==> src/design/fdc_pkg.sv <==
package fdc_pkg;

	// ====================
	// cpu register map
	localparam logic [1:0] A_COMMAND = 2'd0; // write side of address 0
	localparam logic [1:0] A_STATUS  = 2'd0; // read side of address 0
	localparam logic [1:0] A_TRACK   = 2'd1;
	localparam logic [1:0] A_SECTOR  = 2'd2;
	localparam logic [1:0] A_DATA    = 2'd3;

	// ====================
	// widths
	localparam int TRACK_W    = 8;
	localparam int SECTOR_W   = 8;
	localparam int OFFSET_W   = 20; // image byte offset, 1 MiB max
	localparam int BLK_IDX_W  = 2;  // block within a sector
	localparam int BLK_ADDR_W = 9;  // byte within a 512 byte block
	localparam int BUF_ADDR_W = 11;

	// command high nibble
	typedef enum logic [3:0] {
		OP_RESTORE,
		OP_SEEK,
		OP_STEP,
		OP_STEP_U,
		OP_STEP_IN,
		OP_STEP_IN_U,
		OP_STEP_OUT,
		OP_STEP_OUT_U,
		OP_READ,
		OP_READ_M,
		OP_WRITE,
		OP_WRITE_M,
		OP_READ_ADDR,
		OP_FORCE_INT,
		OP_READ_TRACK,
		OP_WRITE_TRACK
	} fdc_op_t;

	typedef enum logic [4:0] {
		ST_IDLE,
		ST_SEEK,
		ST_PRE_REQ,
		ST_PRE_WAIT,
		ST_RD_ARM,
		ST_RD_DELAY,
		ST_RD_XFER,
		ST_WR_ARM,
		ST_WR_DELAY,
		ST_WR_XFER,
		ST_FLUSH_CHK,
		ST_FLUSH_REQ,
		ST_FLUSH_WAIT,
		ST_ABORT,
		ST_BUSY_WAIT,
		ST_BUSY_DELAY,
		ST_END
	} fdc_state_t;

	// timing in ce ticks
	localparam int SEEK_DELAY     = 1023;
	localparam int DRQ_DELAY      = 15;
	localparam int WATCHDOG_TICKS = 4096;
	localparam int BUSY_TICKS     = 4000;

	// fixed track layouts by size_code
	// 26x128, 16x256, 9x512, 5x1024 and 10x512
	localparam logic [7:0] SECTORS_PER_TRACK [5] = '{8'd26, 8'd16, 8'd9, 8'd5, 8'd10};
	localparam logic [1:0] SECTOR_SIZE_CODE  [5] = '{2'd0, 2'd1, 2'd2, 2'd3, 2'd2};

endpackage

==> src/design/cpu_bus_sync.sv <==
module cpu_bus_sync import fdc_pkg::*; (
	input  logic       clk_sys,
	input  logic       reset,
	input  logic       ce,
	input  logic       io_en,
	input  logic       rd,
	input  logic       wr,
	input  logic [1:0] addr,
	output logic       wr_start,
	output logic [1:0] bus_addr,
	output logic       rd_end_status,
	output logic       rd_end_data,
	output logic       wr_end_data
);

	logic       rde;
	logic       wre;
	logic       old_rd;
	logic       old_wr;
	logic       rd_rise;
	logic       wr_rise;
	logic [1:0] cur_addr; // register of the access in progress

	assign rde     = rd & io_en;
	assign wre     = wr & io_en;
	assign rd_rise = ce & rde & ~old_rd;
	assign wr_rise = ce & wre & ~old_wr;

	always_ff @(posedge clk_sys) begin
		if (reset) begin
			old_rd   <= 1'b0;
			old_wr   <= 1'b0;
			cur_addr <= A_STATUS;
		end else if (ce) begin
			old_rd <= rde;
			old_wr <= wre;
			if (rd_rise || wr_rise)
				cur_addr <= addr;
		end
	end

	assign wr_start      = wr_rise;
	assign bus_addr      = (rd_rise | wr_rise) ? addr : cur_addr;
	assign rd_end_status = ce & old_rd & ~rde & (cur_addr == A_STATUS);
	assign rd_end_data   = ce & old_rd & ~rde & (cur_addr == A_DATA);
	assign wr_end_data   = ce & old_wr & ~wre & (cur_addr == A_DATA);

endmodule

==> config.mk <==
export PLATFORM = sky130hd
export DESIGN_NAME = cpu_bus_sync
export DESIGN_NICKNAME = d
export VERILOG_FILES = /design/src/design/fdc_pkg.sv /design/src/design/cpu_bus_sync.sv
export SDC_FILE = /design/constraint.sdc
export NUM_CORES = 1
export LEC_CHECK = 0
export BUFFER_PORTS_ARGS = -buffer_cell sky130_fd_sc_hd__buf_2
export CORE_AREA = 2 2 39 41
export CTS_CLUSTER_SIZE = 14
export DETAILED_ROUTE_END_ITERATION = 16
export DIE_AREA = 0 0 41 43
export SLEW_MARGIN = 20
export SYNTH_ARGS = -nofsm -noshare
export SYNTH_HDL_FRONTEND = slang
export SYNTH_SLANG_ARGS = --single-unit
export TNS_END_PERCENT = 10
==> constraint.sdc <==
create_clock -name clk_sys -period 3.12 [get_ports clk_sys]
set_clock_uncertainty 0.05 [all_clocks]
set_input_delay 0 -clock clk_sys [delete_from_list [all_inputs] [get_ports clk_sys]]
set_output_delay 0 -clock clk_sys [all_outputs]
set_load 0.02 [all_outputs]
==> flow_summary.yaml <==
synth:
  synthTopCellsByArea: "dfxtp_1, nand2b_1, mux2_4"
  synth_seq_area_share_pct: 29.2
  syn_inst: 30
  avgSynthCellArea_um2: 9.13
  synth_top_area_share_pct: 29.2
  syn_nets: 38
  ys_seq_elements: 4
  synth_area_um2: 274
  ys_warn_count: 0
  synth_cell_type_count: 14
  synth_largest_area_cell: "dfxtp_1"
floorplan:
  io_pins: 14
  dieArea_um2: 1760
  die_x_um: 41
  die_y_um: 43
  coreArea_um2: 1380
  start_util_pct: 19.8
  rows: 14
setup_path:
  critPathLaunchType: "flip-flop"
  arrival_ns: 1.42
  critical_path.max_fanout: 4
  path_class: "flip-flop to output pin"
  endpoint_kind: "output pin"
  slowest_delay_ns: 0.32
  crit_chain: "nand2b_1 -> a21oi_4 -> mux2_4 -> buf_2"
  required_ns: 3.07
  reg2reg_depth: 3
  cp_slowest_cell: "dfxtp_1"
pwr:
  p_total_uw: 152
  powerDensity_nw_per_um2: 370
  p_leak_uw: 0.000181
  vdd_drop_max_mv: 0.145
clocking:
  tritoncts: "yes"
  ctsResizeCount: 0
  clock_latency_ns: 0.23
  cts-root-buf: "clkbuf_4"
  h-tree-depth: 1
  cts_buffers: 3
  cts_hold_buf: 3
  post-cts-setup-buffers: 0
  clock_sinks: 4
  clk_pin_slew_ns: 0.04
  clk_path_buf_depth: 2
sta:
  finalCriticalPeriod_ns: 1.47
  relSlewSlack_pct: 86.2
  setup_viol_count_final: 0
  setup_ws_ns: 1.65
  clock.fmax_mhz: 679
  slew_violations: 0
  finalCritPeriodShare_pct: 47.2
  rsz0062_at_grt: "false"
  holdWs_ns: 0.0132
  tightest_slew_ns: 0.207
  setup_tns_ns: 0
  hold_viol: 0
grt:
  overflow: 0
  grt_pass1_wl_um: 959
  grt_pass1_vias: 251
  grt_antenna_before_repair: 0
  grt_max_degree: 9
  track_usage_pct: 8.34
route:
  dr.pass1.iters: 3
  route.detailed.wl_per_inst_um: 9.72
  drcViolationCount: 0
  vias_per_cell: 4.26
  wl_um: 632
  drt_iter0_drc: 2
  ant_nets: 0
  vias: 277
layout:
  antenna_cells: 0
  final_nets: 59
  mostFrequentLayoutCell: "buf_2"
  drive_above_1_share_pct: 44.9
  finalNonFillerCells: 65
  final_cell_mix: "buf_2, nand2b_1, dfxtp_1"
  syn2layout_area_growth_pct: 50.2
hold_path:
  worstHoldPathCells: 3
  hp-class: "input port to flip-flop"
place:
  place_ws_ns: 1.88
  place_congestion: 0.648
  portBuffers: 13
  dp.cells: 59
run:
  drv_cap: 0
status:
  status: "finished, final reports clean"
registers in the layout, summed over array words and instances (netlist names):
name,count
old_rd,1
old_wr,1
cur_addr,2
cell type report:
| type | instances | area, um^2 |
|---|---|---|
| repair buffers | 16 | 95.1 |
| clock buffers | 3 | 22.5 |
| well taps | 16 | 20.0 |
| fillers | 147 | 972 |
| multi-input cells | 26 | 194 |
| flip-flops and latches | 4 | 80.1 |
power by group:
part	internal [uW]	switching (uW)
Combinational	16.7	15.6
Sequential	53.6	2.57
Clock	43.0	20.9
worst max-delay path, delay by kind of cell (launching register included):
family / cells / cell delay (ns)
AND/OR/NAND/NOR: 1 / 0.18
flip-flops: 1 / 0.32
AO/OA/AOI/OAI: 1 / 0.22
multiplexers: 1 / 0.32
buffers and inverters: 1 / 0.16
Yosys cell counts:
master,count
a21oi_1,3
a21oi_4,1
and4b_2,1
dfxtp_1,4
mux2_4,2
mux2i_1,2
nand2_1,2
nand2_2,1
nand2b_1,7
nand2b_4,1
nand3_1,3
nand4_1,1
nor2_1,1
nor3_1,1
cell families (layout without fill, tap and decap cells):
group | Yosys count | after routing | synth area share, %
flops | 4 | 4 | 29.2
buf+inv | 0 | 19 | 0
simple gates | 18 | 18 | 41.1
mux | 4 | 4 | 18.3
compound gates | 4 | 4 | 11.4
layer usage:
metal	vias to the layer above	GRT usage [%]	part of all wire (%)
li1	146	-	-
met1	117	11.0	49
met2	14	9.69	39
met3	0	3.14	12
met4	0	8.00	0
met5	-	0	0
stage by stage:
step                      cell area, um^2  util, %
after floorplan                       274        -
after global placement                359     25.9
after detailed placement              359     25.9
after CTS                             412     29.7
after global routing                  412     29.7
final                                 412     29.7
worst paths after layout:
path | end | slack, ns | startpoint
worst max-delay path | bus_addr[1] | 1.65 | old_wr
worst min-delay path | old_wr | 0.01 | wr
worst max register to register | cur_addr[1] | 2.09 | old_wr
worst min register to register | old_rd | 0.44 | old_rd
Note: power is estimated with default switching activity, not from simulation.
