## config.mk

```make
export PLATFORM = sky130hd
export DESIGN_NAME = disk_geometry
export DESIGN_NICKNAME = d
export VERILOG_FILES = /design/src/design/fdc_pkg.sv /design/src/design/disk_geometry.sv
export SDC_FILE = /design/constraint.sdc
export NUM_CORES = 1
export LEC_CHECK = 0
export ABC_AREA = 1
export BUFFER_PORTS_ARGS = -buffer_cell sky130_fd_sc_hd__buf_2
export CAP_MARGIN = 20
export CELL_PAD_IN_SITES_DETAIL_PLACEMENT = 1
export CELL_PAD_IN_SITES_GLOBAL_PLACEMENT = 2
export CORE_ASPECT_RATIO = 0.9
export CORE_UTILIZATION = 33
export DETAILED_ROUTE_END_ITERATION = 16
export PLACE_DENSITY_LB_ADDON = 0.1
export SETUP_SLACK_MARGIN = 0.1
export SLEW_MARGIN = 0
export SYNTH_ARGS = -nofsm -noshare
export SYNTH_HDL_FRONTEND = slang
export SYNTH_SLANG_ARGS = --single-unit
```

## constraint.sdc

```tcl
create_clock -name clk_sys -period 10.2 [get_ports clk_sys]
set_input_delay 2.04 -clock clk_sys [delete_from_list [all_inputs] [get_ports clk_sys]]
set_output_delay 2.04 -clock clk_sys [all_outputs]
set_load 0.02 [all_outputs]
```

## src/design/fdc_pkg.sv

```systemverilog
package fdc_pkg;

	// ====================
	// cpu register map
	localparam logic [1:0] A_COMMAND = 2'd0; // write side of address 0
	localparam logic [1:0] A_STATUS  = 2'd0; // read side of address 0
	localparam logic [1:0] A_TRACK   = 2'd1;
	localparam logic [1:0] A_SECTOR  = 2'd2;
	localparam logic [1:0] A_DATA    = 2'd3;

	// ====================
	// widths
	localparam int TRACK_W    = 8;
	localparam int SECTOR_W   = 8;
	localparam int OFFSET_W   = 20; // image byte offset, 1 MiB max
	localparam int BLK_IDX_W  = 2;  // block within a sector
	localparam int BLK_ADDR_W = 9;  // byte within a 512 byte block
	localparam int BUF_ADDR_W = 11;

	// command high nibble
	typedef enum logic [3:0] {
		OP_RESTORE,
		OP_SEEK,
		OP_STEP,
		OP_STEP_U,
		OP_STEP_IN,
		OP_STEP_IN_U,
		OP_STEP_OUT,
		OP_STEP_OUT_U,
		OP_READ,
		OP_READ_M,
		OP_WRITE,
		OP_WRITE_M,
		OP_READ_ADDR,
		OP_FORCE_INT,
		OP_READ_TRACK,
		OP_WRITE_TRACK
	} fdc_op_t;

	typedef enum logic [4:0] {
		ST_IDLE,
		ST_SEEK,
		ST_PRE_REQ,
		ST_PRE_WAIT,
		ST_RD_ARM,
		ST_RD_DELAY,
		ST_RD_XFER,
		ST_WR_ARM,
		ST_WR_DELAY,
		ST_WR_XFER,
		ST_FLUSH_CHK,
		ST_FLUSH_REQ,
		ST_FLUSH_WAIT,
		ST_ABORT,
		ST_BUSY_WAIT,
		ST_BUSY_DELAY,
		ST_END
	} fdc_state_t;

	// timing in ce ticks
	localparam int SEEK_DELAY     = 1023;
	localparam int DRQ_DELAY      = 15;
	localparam int WATCHDOG_TICKS = 4096;
	localparam int BUSY_TICKS     = 4000;

	// fixed track layouts by size_code
	// 26x128, 16x256, 9x512, 5x1024 and 10x512
	localparam logic [7:0] SECTORS_PER_TRACK [5] = '{8'd26, 8'd16, 8'd9, 8'd5, 8'd10};
	localparam logic [1:0] SECTOR_SIZE_CODE  [5] = '{2'd0, 2'd1, 2'd2, 2'd3, 2'd2};

endpackage

```

## src/design/disk_geometry.sv

```systemverilog
module disk_geometry import fdc_pkg::*; (
	input  logic                 clk_sys,
	input  logic                 img_mounted,
	input  logic [OFFSET_W-1:0]  img_size,
	input  logic                 layout,
	input  logic [2:0]           size_code,
	input  logic                 side,
	input  logic [TRACK_W-1:0]   head_track,
	input  logic [SECTOR_W-1:0]  sector,
	output logic [OFFSET_W-1:0]  img_offset,
	output logic [7:0]           spt,
	output logic [1:0]           sector_code,
	output logic [BLK_IDX_W-1:0] blk_count
);

	logic                 old_mounted;
	logic [OFFSET_W-1:0]  disk_size;
	logic                 layout_r;   // 1 = side-track-sector
	logic [2:0]           sc_idx;
	logic [7:0]           spt_c;
	logic [1:0]           code_c;
	logic [7:0]           dts;        // track and side folded into one index
	logic [15:0]          lin_idx;
	logic [OFFSET_W-1:0]  half_off;
	logic [OFFSET_W-1:0]  offs_c;
	logic [BLK_IDX_W-1:0] extra_c;

	// image parameters are taken when the mount strobe drops
	always_ff @(posedge clk_sys) begin
		old_mounted <= img_mounted;
		if (old_mounted && !img_mounted) begin
			disk_size <= img_size;
			layout_r  <= layout;
		end
	end

	always_comb begin
		sc_idx   = (size_code > 3'd4) ? 3'd0 : size_code; // unused codes fall back to layout 0
		spt_c    = SECTORS_PER_TRACK[sc_idx];
		code_c   = SECTOR_SIZE_CODE[sc_idx];
		// side 1 of a side-track-sector image lives in the upper half
		dts      = layout_r ? {1'b0, head_track[6:0]} : {head_track[6:0], side};
		half_off = (layout_r && side) ? (disk_size >> 1) : '0;
		lin_idx  = 16'(dts) * 16'(spt_c) + 16'(sector) - 16'd1;
		offs_c   = half_off + (OFFSET_W'(lin_idx) << (5'd7 + 5'(code_c)));
		// extra blocks touched by 512 and 1024 byte sectors
		case (code_c)
			2'd2:    extra_c = (offs_c[BLK_ADDR_W-1:0] != '0) ? 2'd1 : 2'd0;
			2'd3:    extra_c = (offs_c[BLK_ADDR_W-1:0] != '0) ? 2'd2 : 2'd1;
			default: extra_c = 2'd0;
		endcase
	end

	always_ff @(posedge clk_sys) begin
		img_offset  <= offs_c;
		spt         <= spt_c;
		sector_code <= code_c;
		blk_count   <= extra_c;
	end

endmodule

```

==> results.py <==
metrics = {
    "drt": {
        "firstDrtPassIters": 4,
        "drt-total-wl_microns": 13500,
        "drt_iter0_markers": 107,
        "ant_nets": 0,
        "num_vias": 4471,
        "wl_per_cell_microns": 13.9,
        "drc": 0,
        "vias_per_cell": 4.60,
    },
    "logic_synthesis": {
        "ys_top_cells_by_count": "158 x inv_1, 131 x nand2_1, 87 x nor2_1, 62 x nand3_1, 58 x ha_1",
        "yosys-top-cells-area": "ha_1 14%, fa_1 13%, dfxtp_1 12%",
        "synth_area_sq_um": 5150,
        "netlist_instances": 706,
        "ys_async_sr_fraction_pct": 0,
        "synth_top_area_share_pct": 14.1,
        "yosysUniqueCellTypes": 40,
        "avgSynthCellArea_sq_um": 7.30,
        "ys_seq_area_share_pct": 23.3,
        "yosys_warnings": 0,
        "synth_edf_count": 20,
        "ys_ff_latch": 50,
        "yosysMostFrequentCell": "inv_1",
        "ys.flop_type": "dfxtp_1",
        "yosysTopAreaCell": "ha_1",
    },
    "worst_setup_path": {
        "critPathLaunchType": "input port",
        "rr_endpoint": "img_offset[18]$_DFF_P_",
        "cp-end-kind": "flop",
        "ff2ff_path_depth": 30,
        "worstSetupPathType": "in2reg",
        "timing.critical_path.mode_cell": "nand2_1",
        "regToRegStartpoint": "layout_r$_DFFE_PP_",
        "critPathRequiredTime_ns": 10.38,
        "critPathMaxFanout": 8,
        "worst_path_max_delay_cell": "fa_1",
        "arrival_ns": 8.79,
        "slowest_delay_ns": 0.55,
        "startpoint": "size_code[0]",
        "ff2ff_setup_slack_ns": 2.83,
        "crit_path_end": "img_offset[18]$_DFF_P_",
    },
    "floorplan": {
        "ios": 75,
        "fp.dieW_microns": 134,
        "start_util_pct": 34.4,
        "dieArea_sq_um": 16100,
        "fp-row-count": 42,
        "die_h_microns": 121,
        "core-area_sq_um": 15000,
    },
    "clock_network": {
        "htreeDepth": 2,
        "cts_resized": 0,
        "clkTransAtPathRegs_ns": 0.07,
        "clk-insertion-delay-late_ns": 0.29,
        "ctsHoldBuffers": 0,
        "post_cts_buffers": 0,
        "clock_path_buffers": 2,
        "numCtsBuffers": 5,
        "cts_tree": "built",
        "root_buffer": "clkbuf_16",
        "cts_sinks": 50,
    },
    "layout": {
        "fillers": 1944,
        "fin_nets": 908,
        "final_cells": 972,
        "final_core_util_pct": 39.3,
        "multi_input_area_sq_um": 3290,
        "final-seq-area_sq_um": 1200,
        "area_growth_pct": 14.1,
        "final_cell_area_sq_um": 5880,
        "drive_gt1_share_pct": 13.0,
        "n_antenna_cell": 0,
    },
    "timing": {
        "worst_slew_pin_slew_ns": 0.802,
        "relSlewSlack_pct": 46.0,
        "min_period_ns": 8.61,
        "max_clock_freq_mhz": 116,
        "finClkSkew_ns": 0.00465,
        "fin_crit_sh_pct": 84.4,
        "finalSetupViolations": 0,
        "setup_slack_ns": 1.59,
        "rsz0062_at_grt": "false",
        "setup_tns_ns": 0,
        "finalMaxSlewViolations": 0,
        "hold_viol_final": 0,
    },
    "outcome": {
        "status": "complete, no violations",
    },
    "placed_design": {
        "dpl_cell_area_sq_um": 5710,
        "portBuffers": 69,
        "place_hpwl_microns": 11800,
        "place.gp.congestion": 0.862,
        "dp_cells": 964,
        "dp_slack_ns": 1.32,
    },
    "power_and_ir_drop": {
        "p_sw_share_pct": 52.7,
        "ir_worst_vdd_mv": 0.0943,
        "pwr-share-comb_pct": 73.9,
        "power_frac_seq_pct": 14.9,
        "switchingPower_mw": 0.899,
        "p_clk_share_pct": 11.2,
        "p_int_mw": 0.808,
        "p_per_area_nw_per_um2": 290,
        "p_leak_nw": 3.25,
    },
    "global_routing": {
        "grt_first_pass_wirelength_microns": 22800,
        "grt.overflow.total": 0,
        "grt_pass1_vias": 4697,
        "grt_use_total_pct": 17.9,
        "grt_max_degree": 31,
        "antenna_found_initial": 0,
    },
    "hold_path": {
        "hold_path_class": "reg2reg",
    },
    "job": {
        "drv_cap": 0,
    },
}
worst min-delay path by stage:
stage | startpoint | end | cells past startpoint
floorplan | disk_size[1]$_DFFE_PP_ | img_offset[0]$_DFF_P_ | 2
global placement | disk_size[1]$_DFFE_PP_ | img_offset[0]$_DFF_P_ | 2
detailed placement | disk_size[1]$_DFFE_PP_ | img_offset[0]$_DFF_P_ | 2
CTS | disk_size[1]$_DFFE_PP_ | img_offset[0]$_DFF_P_ | 2
global route | disk_size[1]$_DFFE_PP_ | img_offset[0]$_DFF_P_ | 2
finish | disk_size[1]$_DFFE_PP_ | img_offset[0]$_DFF_P_ | 2
power by group through the flow:
| stage | Clock (mW) | Combinational [mW] | Sequential, mW |
|---|---|---|---|
| 2_1_floorplan | 0 | 0.913 | 0.298 |
| 3_3_place_gp | 0 | 1.26 | 0.258 |
| 3_5_place_dp | 0 | 1.28 | 0.259 |
| 4_1_cts | 0.198 | 1.29 | 0.255 |
| 5_1_grt | 0.205 | 1.47 | 0.257 |
| 6_report | 0.192 | 1.26 | 0.254 |
per-layer routing:
layer	GRT usage [%]	routed length, microns	up-vias
li1	-	-	2308
met1	26.8	7390	2104
met2	27.8	5650	57
met3	2.73	414	2
met4	1.92	23	0
met5	0	0	-
layout make-up:
cell class                      instances  area share (%)
Clock buffer                            5            2.13
Sequential cell                        50            20.4
Tap cell                              198            4.21
Multi-Input combinational cell        485            56.0
Inverter                              159            10.2
Clock inverter                          3           0.809
Timing Repair Buffer                   72            6.26
cells by family after synthesis:
kind of cell             count (synthesis)  share of synthesized area, %
AO/OA/AOI/OAI                           54                          5.80
XOR/XNOR                                20                          3.55
adder cells (fa/ha/maj)                 92                          27.3
buffers and inverters                  174                          13.0
flip-flops                              50                          23.3
multiplexers                             3                         0.583
other                                    1                        0.0728
AND/OR/NAND/NOR                        312                          26.3
cell usage in the layout, fill, tap and decap left out, types with 4 or more instances in the layout:
cell	n
inv_1	158
nand2_1	131
nor2_1	86
buf_2	69
nand3_1	62
ha_1	58
fa_1	34
dfxtp_1	30
o21ai_0	22
a21oi_1	21
edfxtp_1	20
xor2_1	13
nand2_2	6
nand3_2	6
xnor2_1	6
nor3_1	5
clkbuf_16	5
conb_1	4
flip-flops by register name, summed over array words and instances (netlist names):
signal,cells
sector_code,2
spt,5
disk_size,19
blk_count,2
layout_r,1
img_offset,20
old_mounted,1
critical path, delay by kind of cell:
kind	cells	cell delay, ns
adders and majority gates	7	3.30
AOI/OAI and AO/OA	6	1.40
and+or+nand+nor	10	1.33
buffers and inverters	6	0.42
xor gates and xnor gates	2	0.30
per-stage QoR:
stage | hold WS (ns) | power (mW)
after detailed placement | 0.497 | 1.54
after floorplan | 0.480 | 1.21
after global routing | 0.580 | 1.93
after CTS | 0.511 | 1.74
after global placement | 0.498 | 1.52
final | 0.508 | 1.71
No activity file was read; power rests on OpenSTA's default activity.
