--- config.mk ---
export PLATFORM = sky130hd
export DESIGN_NAME = sd_block_xfer
export DESIGN_NICKNAME = d
export VERILOG_FILES = /design/src/design/fdc_pkg.sv /design/src/design/sd_block_xfer.sv
export SDC_FILE = /design/constraint.sdc
export NUM_CORES = 1
export LEC_CHECK = 0
export BUFFER_PORTS_ARGS = -buffer_cell sky130_fd_sc_hd__buf_2
export CORE_MARGIN = 4
export CORE_UTILIZATION = 48
export CTS_BUF_LIST = sky130_fd_sc_hd__clkbuf_8
export DETAILED_ROUTE_END_ITERATION = 12
export PLACE_DENSITY = 0.85
export SYNTH_ARGS = -nofsm -noshare
export SYNTH_HDL_FRONTEND = slang
export SYNTH_SLANG_ARGS = --single-unit
--- constraint.sdc ---
create_clock -name clk_sys -period 4.1 [get_ports clk_sys]
set_input_delay 0.82 -clock clk_sys [delete_from_list [all_inputs] [get_ports clk_sys]]
set_output_delay 0.82 -clock clk_sys [all_outputs]
set_load 0.01 [all_outputs]
--- src/design/fdc_pkg.sv ---
package fdc_pkg;

	// ====================
	// cpu register map
	localparam logic [1:0] A_COMMAND = 2'd0; // write side of address 0
	localparam logic [1:0] A_STATUS  = 2'd0; // read side of address 0
	localparam logic [1:0] A_TRACK   = 2'd1;
	localparam logic [1:0] A_SECTOR  = 2'd2;
	localparam logic [1:0] A_DATA    = 2'd3;

	// ====================
	// widths
	localparam int TRACK_W    = 8;
	localparam int SECTOR_W   = 8;
	localparam int OFFSET_W   = 20; // image byte offset, 1 MiB max
	localparam int BLK_IDX_W  = 2;  // block within a sector
	localparam int BLK_ADDR_W = 9;  // byte within a 512 byte block
	localparam int BUF_ADDR_W = 11;

	// command high nibble
	typedef enum logic [3:0] {
		OP_RESTORE,
		OP_SEEK,
		OP_STEP,
		OP_STEP_U,
		OP_STEP_IN,
		OP_STEP_IN_U,
		OP_STEP_OUT,
		OP_STEP_OUT_U,
		OP_READ,
		OP_READ_M,
		OP_WRITE,
		OP_WRITE_M,
		OP_READ_ADDR,
		OP_FORCE_INT,
		OP_READ_TRACK,
		OP_WRITE_TRACK
	} fdc_op_t;

	typedef enum logic [4:0] {
		ST_IDLE,
		ST_SEEK,
		ST_PRE_REQ,
		ST_PRE_WAIT,
		ST_RD_ARM,
		ST_RD_DELAY,
		ST_RD_XFER,
		ST_WR_ARM,
		ST_WR_DELAY,
		ST_WR_XFER,
		ST_FLUSH_CHK,
		ST_FLUSH_REQ,
		ST_FLUSH_WAIT,
		ST_ABORT,
		ST_BUSY_WAIT,
		ST_BUSY_DELAY,
		ST_END
	} fdc_state_t;

	// timing in ce ticks
	localparam int SEEK_DELAY     = 1023;
	localparam int DRQ_DELAY      = 15;
	localparam int WATCHDOG_TICKS = 4096;
	localparam int BUSY_TICKS     = 4000;

	// fixed track layouts by size_code
	// 26x128, 16x256, 9x512, 5x1024 and 10x512
	localparam logic [7:0] SECTORS_PER_TRACK [5] = '{8'd26, 8'd16, 8'd9, 8'd5, 8'd10};
	localparam logic [1:0] SECTOR_SIZE_CODE  [5] = '{2'd0, 2'd1, 2'd2, 2'd3, 2'd2};

endpackage

--- src/design/sd_block_xfer.sv ---
module sd_block_xfer import fdc_pkg::*; (
	input  logic                 clk_sys,
	input  logic                 reset,
	input  logic                 ce,
	input  logic                 blk_start,
	input  logic                 blk_write,
	input  logic [BLK_IDX_W-1:0] blk_count,
	input  logic [OFFSET_W-1:0]  img_offset,
	input  logic                 sd_ack,
	output logic                 sd_rd,
	output logic                 sd_wr,
	output logic [BLK_IDX_W-1:0] sd_block,
	output logic [31:0]          sd_lba,
	output logic                 blk_done
);

	logic [5:0]           ack_sr;   // sd_ack synchronizer
	logic [BLK_IDX_W-1:0] last_blk;
	logic                 write_r;
	logic                 issue;    // next block request pending
	logic                 wait_ack;

	always_ff @(posedge clk_sys) begin
		if (reset) begin
			ack_sr   <= '0;
			sd_rd    <= 1'b0;
			sd_wr    <= 1'b0;
			sd_block <= '0;
			last_blk <= '0;
			write_r  <= 1'b0;
			issue    <= 1'b0;
			wait_ack <= 1'b0;
			blk_done <= 1'b0;
		end else if (ce) begin
			ack_sr   <= {ack_sr[4:0], sd_ack};
			blk_done <= 1'b0;
			if (ack_sr[5:4] == 2'b01) begin // device took the request
				sd_rd <= 1'b0;
				sd_wr <= 1'b0;
			end
			if (blk_start) begin
				sd_block <= '0;
				last_blk <= blk_count;
				write_r  <= blk_write;
				issue    <= 1'b1;
			end else if (issue) begin
				sd_rd    <= ~write_r;
				sd_wr    <= write_r;
				wait_ack <= 1'b1;
				issue    <= 1'b0;
			end else if (wait_ack && ack_sr[5:4] == 2'b10) begin
				wait_ack <= 1'b0;
				if (sd_block == last_blk) begin
					blk_done <= 1'b1;
				end else begin
					sd_block <= sd_block + 1'b1;
					issue    <= 1'b1;
				end
			end
		end
	end

	// block part of the offset plus the running block
	assign sd_lba = 32'(img_offset[OFFSET_W-1:BLK_ADDR_W]) + 32'(sd_block);

endmodule

==> results_dict.tcl, run 1 <==
set metrics [dict create \
    startpoint "img_offset[9]" \
    hold_violations 0 \
    hold_buffers 0 \
    yosys.area.top_type "dfxtp_1" \
    max-clock-path-buffers 2 \
    setup_viol 0 \
    synth_common_cells "buf_4 (20), dfxtp_1 (16), nor2_1 (13)" \
    period_minus_slack_ns 3.05 \
    grt_pass1_vias 785 \
    wl_per_cell_um 11.3 \
    hp-class "register to register" \
    drc 0 \
    cp.required_ns 3.28 \
    ys_warn_count 0 \
    drtIter0Drc 26 \
    drive_above_1_share_pct 27.3 \
    wl_met3_um 239 \
    yosysSeqAreaShare_pct 29.8 \
    fp.dieW_um 55.3 \
    clk_pin_slew_ns 0.06 \
    fin_skew_ns 0.00650 \
    syn_area_per_cell_um2 8.45 \
    status "finished clean" \
    post_cts_buffers 0 \
    cts.repair.resized 0 \
    drtAntennaViolNets 0 \
    gr-total-overflow 0 \
    synth_area_um2 1070 \
    post-dp-hpwl_um 1710 \
    areaGrowthSynthToFinish_pct 15.0 \
    hp-start "sd_rd" \
    rows 16 \
    rsz0062_at_grt "no" \
    async_flop_share_pct 0 \
    critPathMaxFanout 3 \
    core_area_um2 2040 \
    startpoint_type "primary input" \
    synth_top_family_by_area "simple AND/OR/NAND/NOR gates" \
    grt_max_degree 18 \
    clock_sink_count 16 \
    die_h_um 55.3 \
    synth_mux_area_share_pct 7.93 \
    antenna_found_initial 0 \
    synth_top_area_share_pct 29.8 \
    ys.flop_type "dfxtp_1" \
    synth_seq_cells 16 \
    cts_tree "done" \
    grtUsageTotal_pct 13.5 \
    wl_met2_um 1010 \
    fmax_mhz 328 \
    layout.nets 193 \
    fin_tns_setup_ns 0 \
    gp_congestion 0.809 \
    synth.most_common_cell "buf_4" \
    drv_cap 0 \
    p_total_uw 354 \
    timing.rr.start "sd_block[0]" \
    powerDensity_nw_per_um2 287 \
    htreeDepth 1 \
    clockRootBuffer "clkbuf_8" \
    post-route-period-util_pct 74.4 \
    crit_path_end_kind "output port" \
    arrival_ns 2.23 \
    start_util_pct 52.6 \
    synthAdderAreaFrac_pct 4.20 \
    n_antenna_cell 0 \
    met1_length_um 850 \
    drt_first_pass_iters 4 \
    slew_viol_final 0 \
    vias 893 \
    critPathKind "primary input to output port" \
    wirelength_um 2120 \
    p_leak_nw 0.616 \
    grt_pass1_wl_um 3380 \
    syn-instance-count 127 \
    synth_edf_count 0 \
    irDropWorstVdd_mv 0.328 \
    synthDistinctLibCells 34 \
    synthTopCellsByArea "dfxtp_1 (30%), buf_4 (14%), mux2i_1 (6.5%)" \
    clk_latency_ns 0.25 \
    io_buffers 35 \
    top_layer "met4" \
    vias_per_cell 4.75 \
    synth-simple-area-share_pct 21.3 \
    ios 65 \
    die_area_um2 3060 \
    numCtsBuffers 3 \
    synth_compound_area_share_pct 8.74 \
    synth_xor_area_share_pct 8.97 \
]
[critical path, cell delays in order]
cell and delay [ns]:
buf_2 0.08, ha_1 0.15, inv_1 0.05, fa_1 0.43, nor2_1 0.25, nand3_1 0.15
xnor2_1 0.15, buf_2 0.15
[layout make-up]
type	count	area (um^2)
tap	27	33.8
timing repair buffer	35	175
multi-input combinational	99	624
fill	176	807
sequential	16	320
inverter	7	26.3
clock buffer	4	55.1
[worst paths after layout]
kind / slack [ns] / cells after the start / endpoint
max: 1.05 / 8 / sd_lba[6]
min reg2reg: 0.46 / 2 / sd_rd
min: 0.46 / 2 / sd_rd
max reg2reg: 2.84 / 4 / sd_block[1]
[per-layer routing]
metal / up-vias / track usage [%]
li1: 452 / -
met1: 396 / 13.7
met2: 41 / 22.8
met3: 4 / 7.69
met4: 0 / 4.86
met5: - / 0
[metrics by stage]
stage	setup slack (ns)	util [%]	hold WS [ns]	cells	area, um^2
after floorplan	1.30	-	0.432	146	1140
after global placement	1.13	57.8	0.443	184	1180
after detailed placement	1.06	57.8	0.450	184	1180
after CTS	1.05	60.5	0.459	188	1230
after global routing	0.972	60.5	0.493	188	1230
final	1.05	60.5	0.458	188	1230
[power breakdown]
group	leakage [nW]	internal [mW]	switching (mW)
sequential	0.130	0.159	0.00251
combinational	0.457	0.0201	0.0338
clock	0.0288	0.0852	0.0531
[sequential cells by signal, summed over array words and instances, names as in the netlist]
register  cells
issue         1
sd_block      2
sd_rd         1
ack_sr        6
write_r       1
blk_done      1
sd_wr         1
wait_ack      1
last_blk      2
[logic make-up after synthesis]
group	Yosys count
fa+ha+maj	3
simple gates	44
buf+inv	31
flops	16
xor+xnor	11
compound gates	13
other cells	1
mux	8
[cells in the final DEF, fill, tap and decap left out]
cell type  count
nand2b_1       1
xnor2_1        6
nor4_2         1
a221oi_2       1
nor2b_1        3
nand2_1       10
a31oi_1        1
nor2_1        13
and4_1         1
a21boi_0       1
inv_1          7
and3_1         1
and3b_1        1
conb_1        20
xor2_1         5
a32oi_1        1
buf_2         35
o2111ai_1      1
nand3b_1       2
mux2i_1        7
mux2_4         1
dfxtp_1       16
o211ai_2       1
a21oi_1        6
nor3_1         1
nand2b_4       1
nand3_1        7
fa_1           1
o21ai_1        1
nand4_1        2
clkbuf_8       4
ha_1           2
(Power assumes the default switching activity.)
==> run 2, diff against run 1 <==
- CORE_UTILIZATION: 48 -> 40
- PLACE_DENSITY: 0.85 -> 0.75
- clock period: 4.1 -> 2.6 ns (I/O delays scaled with it)
==> results_dict.tcl, run 2 (synthesis gave the netlist of run 1 again) <==
set metrics [dict create \
    drive_above_1_share_pct 28.6 \
    rsz0062_at_grt "no" \
    gr-total-overflow 0 \
    clockRootBuffer "clkbuf_8" \
    hp-class "register to register" \
    mostFrequentLayoutCells "buf_2 (35), conb_1 (20), dfxtp_1 (15)" \
    slowest_stage "fa_1" \
    final_common_cell "buf_2" \
    max_stage_delay_ns 0.45 \
    fin_skew_ns 0.00153 \
    post-route-period-util_pct 95.0 \
    antenna_found_initial 0 \
    status "finished clean" \
    numCtsBuffers 3 \
    p_total_uw 556 \
    fmax_mhz 405 \
    grt_pass1_wl_um 3080 \
    drv_cap 0 \
    powerDensity_nw_per_um2 448 \
    areaGrowthSynthToFinish_pct 15.7 \
    vias_per_cell 4.70 \
    drc 0 \
    p_leak_nw 0.616 \
    clk_pin_slew_ns 0.06 \
    max-clock-path-buffers 2 \
    crit_family "adder cells" \
    hold_violations 0 \
    post-dp-hpwl_um 1760 \
    clk_latency_ns 0.25 \
    gp_congestion 0.724 \
    irDropWorstVdd_mv 0.372 \
    drtAntennaViolNets 0 \
    largest_reg_flops 6 \
    ios 65 \
    critPathKind "register to output port" \
    vias 898 \
    cp.required_ns 2.08 \
    htreeDepth 1 \
    fin_tns_setup_ns 0 \
    startpoint_type "register" \
    clock_sink_count 16 \
    post_cts_buffers 0 \
    largest-register "ack_sr" \
    top_regs "ack_sr (6), last_blk (2), sd_block (2)" \
    drt_first_pass_iters 4 \
    drtIter0Drc 39 \
    crit_path_end_kind "output port" \
    arrival_ns 1.95 \
    io_buffers 35 \
    start_util_pct 42.6 \
    cts_tree "done" \
    wirelength_um 2170 \
    core_area_um2 2520 \
    path_buf_inv 2 \
    fillerInstances 258 \
    grt_pass1_vias 767 \
    grt_max_degree 18 \
    setup_viol 0 \
    worstPathCellList "ha_1, inv_1, fa_1, nor4_2, xor2_1, buf_2" \
    n_antenna_cell 0 \
    period_minus_slack_ns 2.47 \
    fp.dieW_um 59.8 \
    die_area_um2 3580 \
    grtUsageTotal_pct 11.3 \
    wl_per_cell_um 11.4 \
    rows 18 \
    slew_viol_final 0 \
    die_h_um 59.8 \
    critPathMaxFanout 6 \
    layout.nets 193 \
]
-- run 2: report_power, final --
| group | internal, mW | switching (mW) | leakage, nW |
|---|---|---|---|
| clock | 0.134 | 0.0821 | 0.0288 |
| combinational | 0.0317 | 0.0530 | 0.457 |
| sequential | 0.251 | 0.00396 | 0.130 |
-- run 2: final timing paths --
kind / from / endpoint / slack (ns) / cells after the start
worst max-delay path: sd_block[0] / sd_lba[10] / 0.13 / 6
worst min-delay path: sd_rd / sd_rd / 0.46 / 2
worst max register to register: ack_sr[5] / sd_block[1] / 1.33 / 4
worst min register to register: sd_rd / sd_rd / 0.46 / 2
-- run 2: final cells by class --
type	instances	area, um^2	area share [%]
Multi-Input combinational cell	99	627	50.5
Sequential cell	16	322	25.9
Timing Repair Buffer	35	175	14.1
Clock buffer	4	55.1	4.43
Tap cell	30	37.5	3.02
Inverter	7	26.3	2.11
-- run 2: tightest hold or removal path, cell delays in order, from the launching register on --
cell	delay [ns]
dfxtp_1	0.31
inv_1	0.06
a221oi_2	0.05
-- run 2: layer usage --
| layer | wire length, um | global-route usage [%] | vias up | part of all wire (%) |
|---|---|---|---|---|
| li1 | - | - | 450 | - |
| met1 | 850 | 12.7 | 396 | 39 |
| met2 | 1030 | 19.4 | 48 | 47 |
| met3 | 267 | 2.38 | 4 | 12 |
| met4 | 27 | 6.33 | 0 | 1.2 |
| met5 | 0 | 0 | - | 0 |
-- run 2: timing repair --
| action | in CTS | in global routing |
|---|---|---|
| hold buffers | 0 | 0 |
| gates resized for setup | 0 | 2 |
| endpoints found under the setup margin | 0 | 3 |
-- run 2: through the flow --
step                hold slack (ns)  setup WS [ns]  util (%)  instances  cell area [um^2]
floorplan                     0.432          0.401         -        146              1140
global placement              0.443          0.226      46.9        187              1180
detailed placement            0.456          0.163      46.9        187              1180
CTS                           0.466        0.00520      49.1        191              1240
global route                  0.476        0.00320      49.3        191              1240
finish                        0.461          0.129      49.3        191              1240
